### src/hw/mac_defs.svh
// MAC lane sizes
// element format, product and sum widths, credit count and alignment clamp
`ifndef MAC_DEFS_SVH
`define MAC_DEFS_SVH

`define MAC_LANES        8    // element pairs per beat
`define MAC_W_ELEM       9
`define MAC_W_FEXP       4    // fp8 exponent field
`define MAC_W_MANT       4    // fp8 mantissa field, hidden 16 on top
`define MAC_W_EXP        5    // product exponent, 0..30
`define MAC_W_PROD       19
`define MAC_W_SUM        24

// output slots owned by the lane after reset
`define MAC_OUT_CREDITS  4

`define MAC_MAX_SHIFT    18   // past this a product is only sign
`define MAC_PIPE_DEPTH   3

`endif

### src/hw/mac_pkg.sv
// MAC lane package
// datatype selector carried with every input beat

package mac_pkg;

////////////////////////////////////////////////////////////
// element datatypes
////////////////////////////////////////////////////////////

// i9  : signed 9-bit integer
// fp8 : sign, 4-bit exponent, 4-bit mantissa with hidden 16
typedef enum logic [0:0] {
    DT_I9  = 1'b0,
    DT_FP8 = 1'b1
} mac_dtype_e;

endpackage

### src/hw/mac_pipe_ctrl.sv
// MAC lane pipeline control
// output credit counter, input credit grants and per-stage valid bits
`timescale 1ns/1ps
`include "mac_defs.svh"

module mac_pipe_ctrl (
    input  logic                          i_clk,
    input  logic                          i_reset,
    input  logic                          i_in_valid,
    input  logic                          i_ofm_credit,
    output logic                          o_in_credit,
    output logic [`MAC_PIPE_DEPTH-1:0]    o_stage_en
);

localparam int W_CNT = 3;

////////////////////////////////////////////////////////////
// credits
////////////////////////////////////////////////////////////

// every input credit spends one output slot, so a granted beat
// can never be blocked on its way out of the lane
logic [W_CNT-1:0] credit_cnt;
logic [W_CNT-1:0] credit_avail;
logic             grant;

assign credit_avail = credit_cnt + W_CNT'(i_ofm_credit); // returns count same cycle
assign grant        = (credit_avail != '0);

always_ff @(posedge i_clk or negedge i_reset) begin
    if (!i_reset) begin
        credit_cnt  <= W_CNT'(`MAC_OUT_CREDITS);
        o_in_credit <= 1'b0;
    end else begin
        credit_cnt  <= credit_avail - W_CNT'(grant);
        o_in_credit <= grant;     // one beat granted per pulse
    end
end

////////////////////////////////////////////////////////////
// stage valids
////////////////////////////////////////////////////////////

// bit n set while stage n holds a beat
// bit n loads stage n+1, the last bit marks a finished result
always_ff @(posedge i_clk or negedge i_reset) begin
    if (!i_reset) begin
        o_stage_en <= '0;
    end else begin
        o_stage_en <= {o_stage_en[`MAC_PIPE_DEPTH-2:0], i_in_valid};
    end
end

endmodule

### src/hw/mac_mult_stage.sv
// MAC multiply stage
// decodes i9 / fp8 element pairs, masks dead lanes, registers products
`timescale 1ns/1ps
`include "mac_defs.svh"

module mac_mult_stage (
    input  logic                                     i_clk,
    input  logic                                     i_reset,
    input  logic                                     i_en,
    input  mac_pkg::mac_dtype_e                      i_dtype,
    input  logic [`MAC_LANES*`MAC_W_ELEM-1:0]        i_ifm,
    input  logic [`MAC_LANES*`MAC_W_ELEM-1:0]        i_wfm,
    input  logic [`MAC_LANES-1:0]                    i_elem_valid,
    output logic [`MAC_LANES-1:0][`MAC_W_PROD-1:0]   o_prod,
    output logic [`MAC_LANES-1:0][`MAC_W_EXP-1:0]    o_exp,
    output logic [`MAC_LANES-1:0]                    o_live,
    output mac_pkg::mac_dtype_e                      o_dtype
);

localparam int W_ELEM = `MAC_W_ELEM;
localparam int W_MANT = `MAC_W_MANT;
localparam int W_PROD = `MAC_W_PROD;

logic                                   is_fp;
logic [`MAC_LANES-1:0][W_PROD-1:0]      prod_d;
logic [`MAC_LANES-1:0][`MAC_W_EXP-1:0]  exp_d;
logic [`MAC_LANES-1:0]                  live_d;

assign is_fp = (i_dtype == mac_pkg::DT_FP8);

for (genvar i = 0; i < `MAC_LANES; i++) begin : g_lane
    logic [W_ELEM-1:0]             a;
    logic [W_ELEM-1:0]             b;
    logic                          a_zero;
    logic                          b_zero;
    logic signed [2*W_ELEM-1:0]    int_prod;
    logic signed [W_PROD-1:0]      int_ext;
    logic [2*W_MANT+1:0]           fp_mag;
    logic signed [W_PROD-1:0]      fp_ext;
    logic signed [W_PROD-1:0]      fp_prod;

    assign a = i_ifm[i*W_ELEM +: W_ELEM];
    assign b = i_wfm[i*W_ELEM +: W_ELEM];

    // fp8 zero ignores the sign bit
    assign a_zero = is_fp ? (a[W_ELEM-2:0] == '0) : (a == '0);
    assign b_zero = is_fp ? (b[W_ELEM-2:0] == '0) : (b == '0);

    assign int_prod = $signed(a) * $signed(b);
    assign int_ext  = int_prod;
    assign fp_mag   = {1'b1, a[W_MANT-1:0]} * {1'b1, b[W_MANT-1:0]}; // (16+ma)(16+mb)
    assign fp_ext   = fp_mag;
    assign fp_prod  = (a[W_ELEM-1] ^ b[W_ELEM-1]) ? -fp_ext : fp_ext;

    assign live_d[i] = i_elem_valid[i] & ~a_zero & ~b_zero;
    assign prod_d[i] = !live_d[i] ? '0 : (is_fp ? fp_prod : int_ext);
    assign exp_d[i]  = (live_d[i] && is_fp) ?
                       {1'b0, a[W_MANT +: `MAC_W_FEXP]} + {1'b0, b[W_MANT +: `MAC_W_FEXP]} :
                       '0;
end

always_ff @(posedge i_clk) begin
    if (i_en) begin
        o_prod <= prod_d;
        o_exp  <= exp_d;
    end
end

always_ff @(posedge i_clk or negedge i_reset) begin
    if (!i_reset) begin
        o_live  <= '0;
        o_dtype <= mac_pkg::DT_I9;
    end else if (i_en) begin
        o_live  <= live_d;
        o_dtype <= i_dtype;
    end
end

endmodule

### src/hw/mac_align_stage.sv
// MAC align stage
// finds the largest live exponent and shifts every product down to it
`timescale 1ns/1ps
`include "mac_defs.svh"

module mac_align_stage (
    input  logic                                     i_clk,
    input  logic                                     i_reset,
    input  logic                                     i_en,
    input  logic [`MAC_LANES-1:0][`MAC_W_PROD-1:0]   i_prod,
    input  logic [`MAC_LANES-1:0][`MAC_W_EXP-1:0]    i_exp,
    input  logic [`MAC_LANES-1:0]                    i_live,
    input  mac_pkg::mac_dtype_e                      i_dtype,
    output logic [`MAC_LANES-1:0][`MAC_W_PROD-1:0]   o_aligned,
    output logic [`MAC_W_EXP-1:0]                    o_max_exp
);

localparam int W_PROD = `MAC_W_PROD;
localparam int W_EXP  = `MAC_W_EXP;

logic [W_EXP-1:0]                   max_exp;
logic [`MAC_LANES-1:0][W_PROD-1:0]  aligned_d;

////////////////////////////////////////////////////////////
// max exponent
////////////////////////////////////////////////////////////

// stays 0 when nothing is live
always_comb begin
    max_exp = '0;
    for (int i = 0; i < `MAC_LANES; i++) begin
        if (i_live[i] && (i_exp[i] > max_exp)) begin
            max_exp = i_exp[i];
        end
    end
end

////////////////////////////////////////////////////////////
// alignment shift
////////////////////////////////////////////////////////////

for (genvar i = 0; i < `MAC_LANES; i++) begin : g_lane
    logic [W_EXP-1:0]          diff;
    logic [W_EXP-1:0]          shift;
    logic signed [W_PROD-1:0]  prod_s;
    logic signed [W_PROD-1:0]  shifted;

    assign diff  = max_exp - i_exp[i];
    // integers all sit at exponent 0 already
    assign shift = (i_dtype == mac_pkg::DT_I9) ? '0 :
                   (diff > W_EXP'(`MAC_MAX_SHIFT)) ? W_EXP'(`MAC_MAX_SHIFT) : diff;

    assign prod_s       = i_prod[i];
    assign shifted      = prod_s >>> shift; // floors toward -inf
    assign aligned_d[i] = i_live[i] ? shifted : '0;
end

always_ff @(posedge i_clk) begin
    if (i_en) begin
        o_aligned <= aligned_d;
    end
end

always_ff @(posedge i_clk or negedge i_reset) begin
    if (!i_reset) begin
        o_max_exp <= '0;
    end else if (i_en) begin
        o_max_exp <= max_exp;
    end
end

endmodule

### src/hw/mac_reduce_stage.sv
// MAC reduce stage
// balanced adder tree over the aligned products, result register
`timescale 1ns/1ps
`include "mac_defs.svh"

module mac_reduce_stage (
    input  logic                                     i_clk,
    input  logic                                     i_reset,
    input  logic                                     i_en,
    input  logic [`MAC_LANES-1:0][`MAC_W_PROD-1:0]   i_aligned,
    input  logic [`MAC_W_EXP-1:0]                    i_max_exp,
    output logic signed [`MAC_W_SUM-1:0]             o_sum,
    output logic [`MAC_W_EXP-1:0]                    o_exp
);

localparam int LANES = `MAC_LANES;

////////////////////////////////////////////////////////////
// adder tree
////////////////////////////////////////////////////////////

// heap layout, leaves at LANES-1.., root at 0
logic signed [`MAC_W_SUM-1:0] node [2*LANES-1];

for (genvar i = 0; i < LANES; i++) begin : g_leaf
    logic signed [`MAC_W_PROD-1:0] leaf;

    assign leaf            = i_aligned[i];
    assign node[LANES-1+i] = leaf;    // sign extend to sum width
end

for (genvar j = 0; j < LANES-1; j++) begin : g_add
    assign node[j] = node[2*j+1] + node[2*j+2];
end

always_ff @(posedge i_clk or negedge i_reset) begin
    if (!i_reset) begin
        o_sum <= '0;
        o_exp <= '0;
    end else if (i_en) begin
        o_sum <= node[0];
        o_exp <= i_max_exp;  // scale of the sum
    end
end

endmodule

### src/hw/mac_lane.sv
// MAC lane top
// credit control plus multiply, align and reduce stages
`timescale 1ns/1ps
`include "mac_defs.svh"

module mac_lane (
    input  logic                                  i_clk,
    input  logic                                  i_reset,
    input  logic                                  i_in_valid,
    input  mac_pkg::mac_dtype_e                   i_dtype,
    input  logic [`MAC_LANES*`MAC_W_ELEM-1:0]     i_ifm,
    input  logic [`MAC_LANES*`MAC_W_ELEM-1:0]     i_wfm,
    input  logic [`MAC_LANES-1:0]                 i_elem_valid,
    output logic                                  o_in_credit,
    input  logic                                  i_ofm_credit,
    output logic                                  o_ofm_valid,
    output logic signed [`MAC_W_SUM-1:0]          o_sum,
    output logic [`MAC_W_EXP-1:0]                 o_exp
);

logic [`MAC_PIPE_DEPTH-1:0]                 stage_en;
logic [`MAC_LANES-1:0][`MAC_W_PROD-1:0]     mult_prod;
logic [`MAC_LANES-1:0][`MAC_W_EXP-1:0]      mult_exp;
logic [`MAC_LANES-1:0]                      mult_live;
mac_pkg::mac_dtype_e                        mult_dtype;
logic [`MAC_LANES-1:0][`MAC_W_PROD-1:0]     align_data;
logic [`MAC_W_EXP-1:0]                      align_max_exp;

mac_pipe_ctrl u_pipe_ctrl (
    .i_clk          (i_clk),
    .i_reset        (i_reset),
    .i_in_valid     (i_in_valid),
    .i_ofm_credit   (i_ofm_credit),
    .o_in_credit    (o_in_credit),
    .o_stage_en     (stage_en)
);

// first stage takes the beat straight off the input
mac_mult_stage u_mult (
    .i_clk (i_clk), .i_reset (i_reset), .i_en (i_in_valid),
    .i_dtype (i_dtype), .i_ifm (i_ifm), .i_wfm (i_wfm), .i_elem_valid (i_elem_valid),
    .o_prod (mult_prod), .o_exp (mult_exp), .o_live (mult_live), .o_dtype (mult_dtype)
);

mac_align_stage u_align (
    .i_clk (i_clk), .i_reset (i_reset), .i_en (stage_en[0]),
    .i_prod (mult_prod), .i_exp (mult_exp), .i_live (mult_live), .i_dtype (mult_dtype),
    .o_aligned (align_data), .o_max_exp (align_max_exp)
);

mac_reduce_stage u_reduce (
    .i_clk (i_clk), .i_reset (i_reset), .i_en (stage_en[1]),
    .i_aligned (align_data), .i_max_exp (align_max_exp),
    .o_sum (o_sum), .o_exp (o_exp)
);

assign o_ofm_valid = stage_en[`MAC_PIPE_DEPTH-1]; // result register is full

endmodule

### config.mk
export PLATFORM = sky130hd
export DESIGN_NAME = mac_lane
export DESIGN_NICKNAME = d
export VERILOG_FILES = /design/src/hw/mac_pkg.sv /design/src/hw/mac_pipe_ctrl.sv /design/src/hw/mac_mult_stage.sv /design/src/hw/mac_align_stage.sv /design/src/hw/mac_reduce_stage.sv /design/src/hw/mac_lane.sv
export VERILOG_INCLUDE_DIRS = /design/src /design/src/hw
export SDC_FILE = /design/constraint.sdc
export NUM_CORES = 2
export LEC_CHECK = 0
export BUFFER_PORTS_ARGS = -buffer_cell sky130_fd_sc_hd__buf_2
export CORE_MARGIN = 4
export CORE_UTILIZATION = 45
export DETAILED_ROUTE_END_ITERATION = 12
export PLACE_DENSITY = 0.7
export SLEW_MARGIN = 20
export SYNTH_ARGS = -nofsm -noshare
export SYNTH_HDL_FRONTEND = slang
export SYNTH_SLANG_ARGS = --single-unit
### constraint.sdc
create_clock -name i_clk -period 23.2 [get_ports i_clk]
set_clock_uncertainty 0.2 [all_clocks]
set_input_delay 1.16 -clock i_clk [delete_from_list [all_inputs] [get_ports i_clk]]
set_output_delay 1.16 -clock i_clk [all_outputs]
set_load 0.02 [all_outputs]
==> impl_results.md <==
- Post-CTS Setup Repair Bufs: 0
- Finished Core Util: about half
- Iteration-0 DRC Markers: roughly 4,200
- Antenna violations before repair: 3
- Buffers & Inverters on Critical Path: 8
- Relative slew slack: between 20% and 30%
- Seq/Total Area, Yosys: about a fifth
- Synth area leader: fa_1
- Gr busiest metal: met2
- Net count after synthesis: between 8,000 and 9,000
- Syn Std Cell Area: about 62,000 sq um
- Period utilisation layout: between 70% and 80%
- Yosys warning count: 0
- Final net count: between 8,000 and 9,000
- GP Congestion: about 0.98
- Clock sinks: just under 400
- # resized after CTS: 0
- Clock Pin Slew Worst Setup and Hold Paths: 0.06 ns
- H-tree levels: 2
- Vias in the first global route: a little under 50,000
- Synth top area cells: fa_1 25%, edfxtp_1 17%, ha_1 11%
- Synth top cells by count: 1,060 x inv_1, 765 x fa_1, 550 x ha_1, 527 x nand2_1, 472 x nor2_1
- Final HPWL DP: 136.5 mm
- Clock root buffer: clkbuf_16
- CP Max Fanout: 22
- Gate Count Post-Synth: between 6,000 and 7,000
- Synthesized area per cell: 9.211 sq um
- GRT Resource Usage Total: between 20% and 30%
- Count of final setup violators: 0
- Top FF cell, synth: edfxtp_1
- Share of cells above drive strength 1: a little under 7%
- Count leader, synth: inv_1
- Unrepaired setup endpoints after global routing: false
- Top cell type's share of synthesized area: 24.87%
- Layout area overhead: 6.166%
- Cts hold-fix bufs: 0
- Met2 usage: between 30 and 40%
- Post-route ant nets: 0
- Setup TNS: 0 ns
- F_max: 55.13 MHz
- MaxCap Viol Count: 0
- Synth cell types: 116
- I/O Buffers: 187
- Die area: ~140,000 sq um
- Rows: between 100 and 150
- CP Data Arrival Time: around 18 ns
- Global-route wire length before repair: around 270 mm
- Total core area: 135,600 sq um
- Type of the worst setup path: register to register
- Critical path startpoint category: register
- Die Y: roughly 380 um
- CP max-delay cell: fa_1
- HP Class: register to register
- Critical path's top delay family: compound AO/OA/AOI/OAI gates
- Post-synthesis register bit count: around 390
- Initial Util: 45.40%
- Final hold vios: 0
- FFs w/ async S/R, synth: between 10% and 20%
- Outcome: finished clean
- Routed WL: between 150 and 200 mm
- CTS buffer count: 46
- Die W: 377.9 um
- Filler cells: ~13,000
- Met1 Usage GRT: about a third
- Met3 usage in global routing: approximately 3.6%
- CTS tree: yes
- Setup crit end kind: register
- Router iterations before antenna repair: 6
- Skew-Pair Late Insertion Delay: a little over 0.6 ns
- Post-synth EDFFs: 344
- Via count: approximately 48,000
- Slew @ Worst Pin: 1.131 ns
- Fin crit period: about 18 ns
- IO Pins: roughly 190
- Top cell by count, worst path: ha_1
- Critical Path RT: between 20 and 25 ns
- Vias per cell: 5.690
- Routed len/inst: approximately 20 um
- GRT overflow: 0
- Drt drc: 0
- Largest net degree at the start of global routing: 76
- Crit path largest cell delay: around 1.2 ns
- Final Max Tran Viols: 0
- Deepest clock path buffer count: 3
==> per-layer routing <==
metal | share of wire (%) | vias up
met1 | 43 | 23710
met3 | 7.4 | 327
met5 | 0 | -
met2 | 47 | 1867
li1 | - | 22350
met4 | 3.5 | 0
==> worst paths after layout <==
path,start,endpoint,slack [ns],depth (start not counted)
max,u_mult.o_live[0],u_align.o_aligned[79],5.06,68
min,u_reduce.o_sum[10],u_reduce.o_sum[10],0.30,1
max reg2reg,u_mult.o_live[0],u_align.o_aligned[79],5.06,68
min reg2reg,u_reduce.o_sum[10],u_reduce.o_sum[10],0.30,1
max in group asynchronous,i_reset,u_pipe_ctrl.o_stage_en[0],21.54,2
min in group asynchronous,i_reset,u_reduce.o_sum[16],0.57,2
==> cells by family (layout without fill, tap and decap cells) <==
group                      Yosys count  in the layout  synth area share (%)
AOI/OAI and AO/OA                 1240           1240                 13.71
xor gates and xnor gates           333            333                 4.785
adders and majority gates         1319           1319                 36.11
buffers and inverters             1354           1368                 8.383
DFF                                392            392                 18.73
muxes                              215            215                 3.901
other                                0              1                     0
and+or+nand+nor                   1833           1833                 14.39
==> sequential cells by signal (all words and copies together) (netlist names) <==
name / flops
u_align.o_max_exp: 5
u_pipe_ctrl.o_in_credit: 1
u_mult.o_exp: 40
u_align.o_aligned: 152
u_reduce.o_exp: 5
u_reduce.o_sum: 22
u_mult.o_prod: 152
u_pipe_ctrl.credit_cnt: 3
u_mult.o_dtype: 1
u_pipe_ctrl.o_stage_en: 3
u_mult.o_live: 8
==> cells in the final DEF (no fill, tap or decap), drive strengths merged, types with 39 or more instances in the layout <==
master / Yosys / routed
mux2i: 111 / 111
buf: 58 / 219
nor4: 50 / 50
nand2b: 99 / 99
dfrtp: 47 / 47
a211oi: 69 / 69
nor3: 85 / 85
xnor2: 262 / 262
o21bai: 96 / 96
clkbuf: 234 / 68
o22ai: 64 / 64
and2: 304 / 304
a21o: 73 / 73
a31oi: 62 / 62
nor2: 477 / 477
mux2: 95 / 95
nand2: 528 / 528
nor2b: 53 / 53
inv: 1060 / 1061
fa: 765 / 765
o21ai: 168 / 168
a21oi: 360 / 360
xor2: 71 / 71
o21a: 39 / 39
ha: 550 / 550
nand3: 90 / 90
edfxtp: 344 / 344
==> per-stage QoR <==
stage | hold WS (ns) | instances | setup slack (ns) | cell area (sq um)
2_1_floorplan | 0.1519 | 6686 | 7.617 | 61580
4_1_cts | 0.3063 | 8481 | 5.240 | 65370
5_1_grt | 0.3217 | 8481 | 3.623 | 65380
6_report | 0.3017 | 8482 | 5.061 | 65380
3_5_place_dp | 0.2935 | 8395 | 5.287 | 63850
3_3_place_gp | 0.2847 | 8395 | 5.424 | 63850
==> final cells by class <==
cell class / instances / area [sq um] / share of cell area (%)
diodes: 1 / 2.502 / 0.003827
clock buffers: 67 / 1291 / 1.975
clock inverters: 19 / 227.7 / 0.3483
inverters: 1062 / 3986 / 6.097
multi-input cells: 4940 / 44910 / 68.68
flip-flops and latches: 392 / 11540 / 17.65
well taps: 1781 / 2228 / 3.408
repair buffers: 220 / 1199 / 1.833
Power is left out: the tool's default activity adds up to more than one toggle a clock period on the data nets, which glitch-free logic cannot reach.
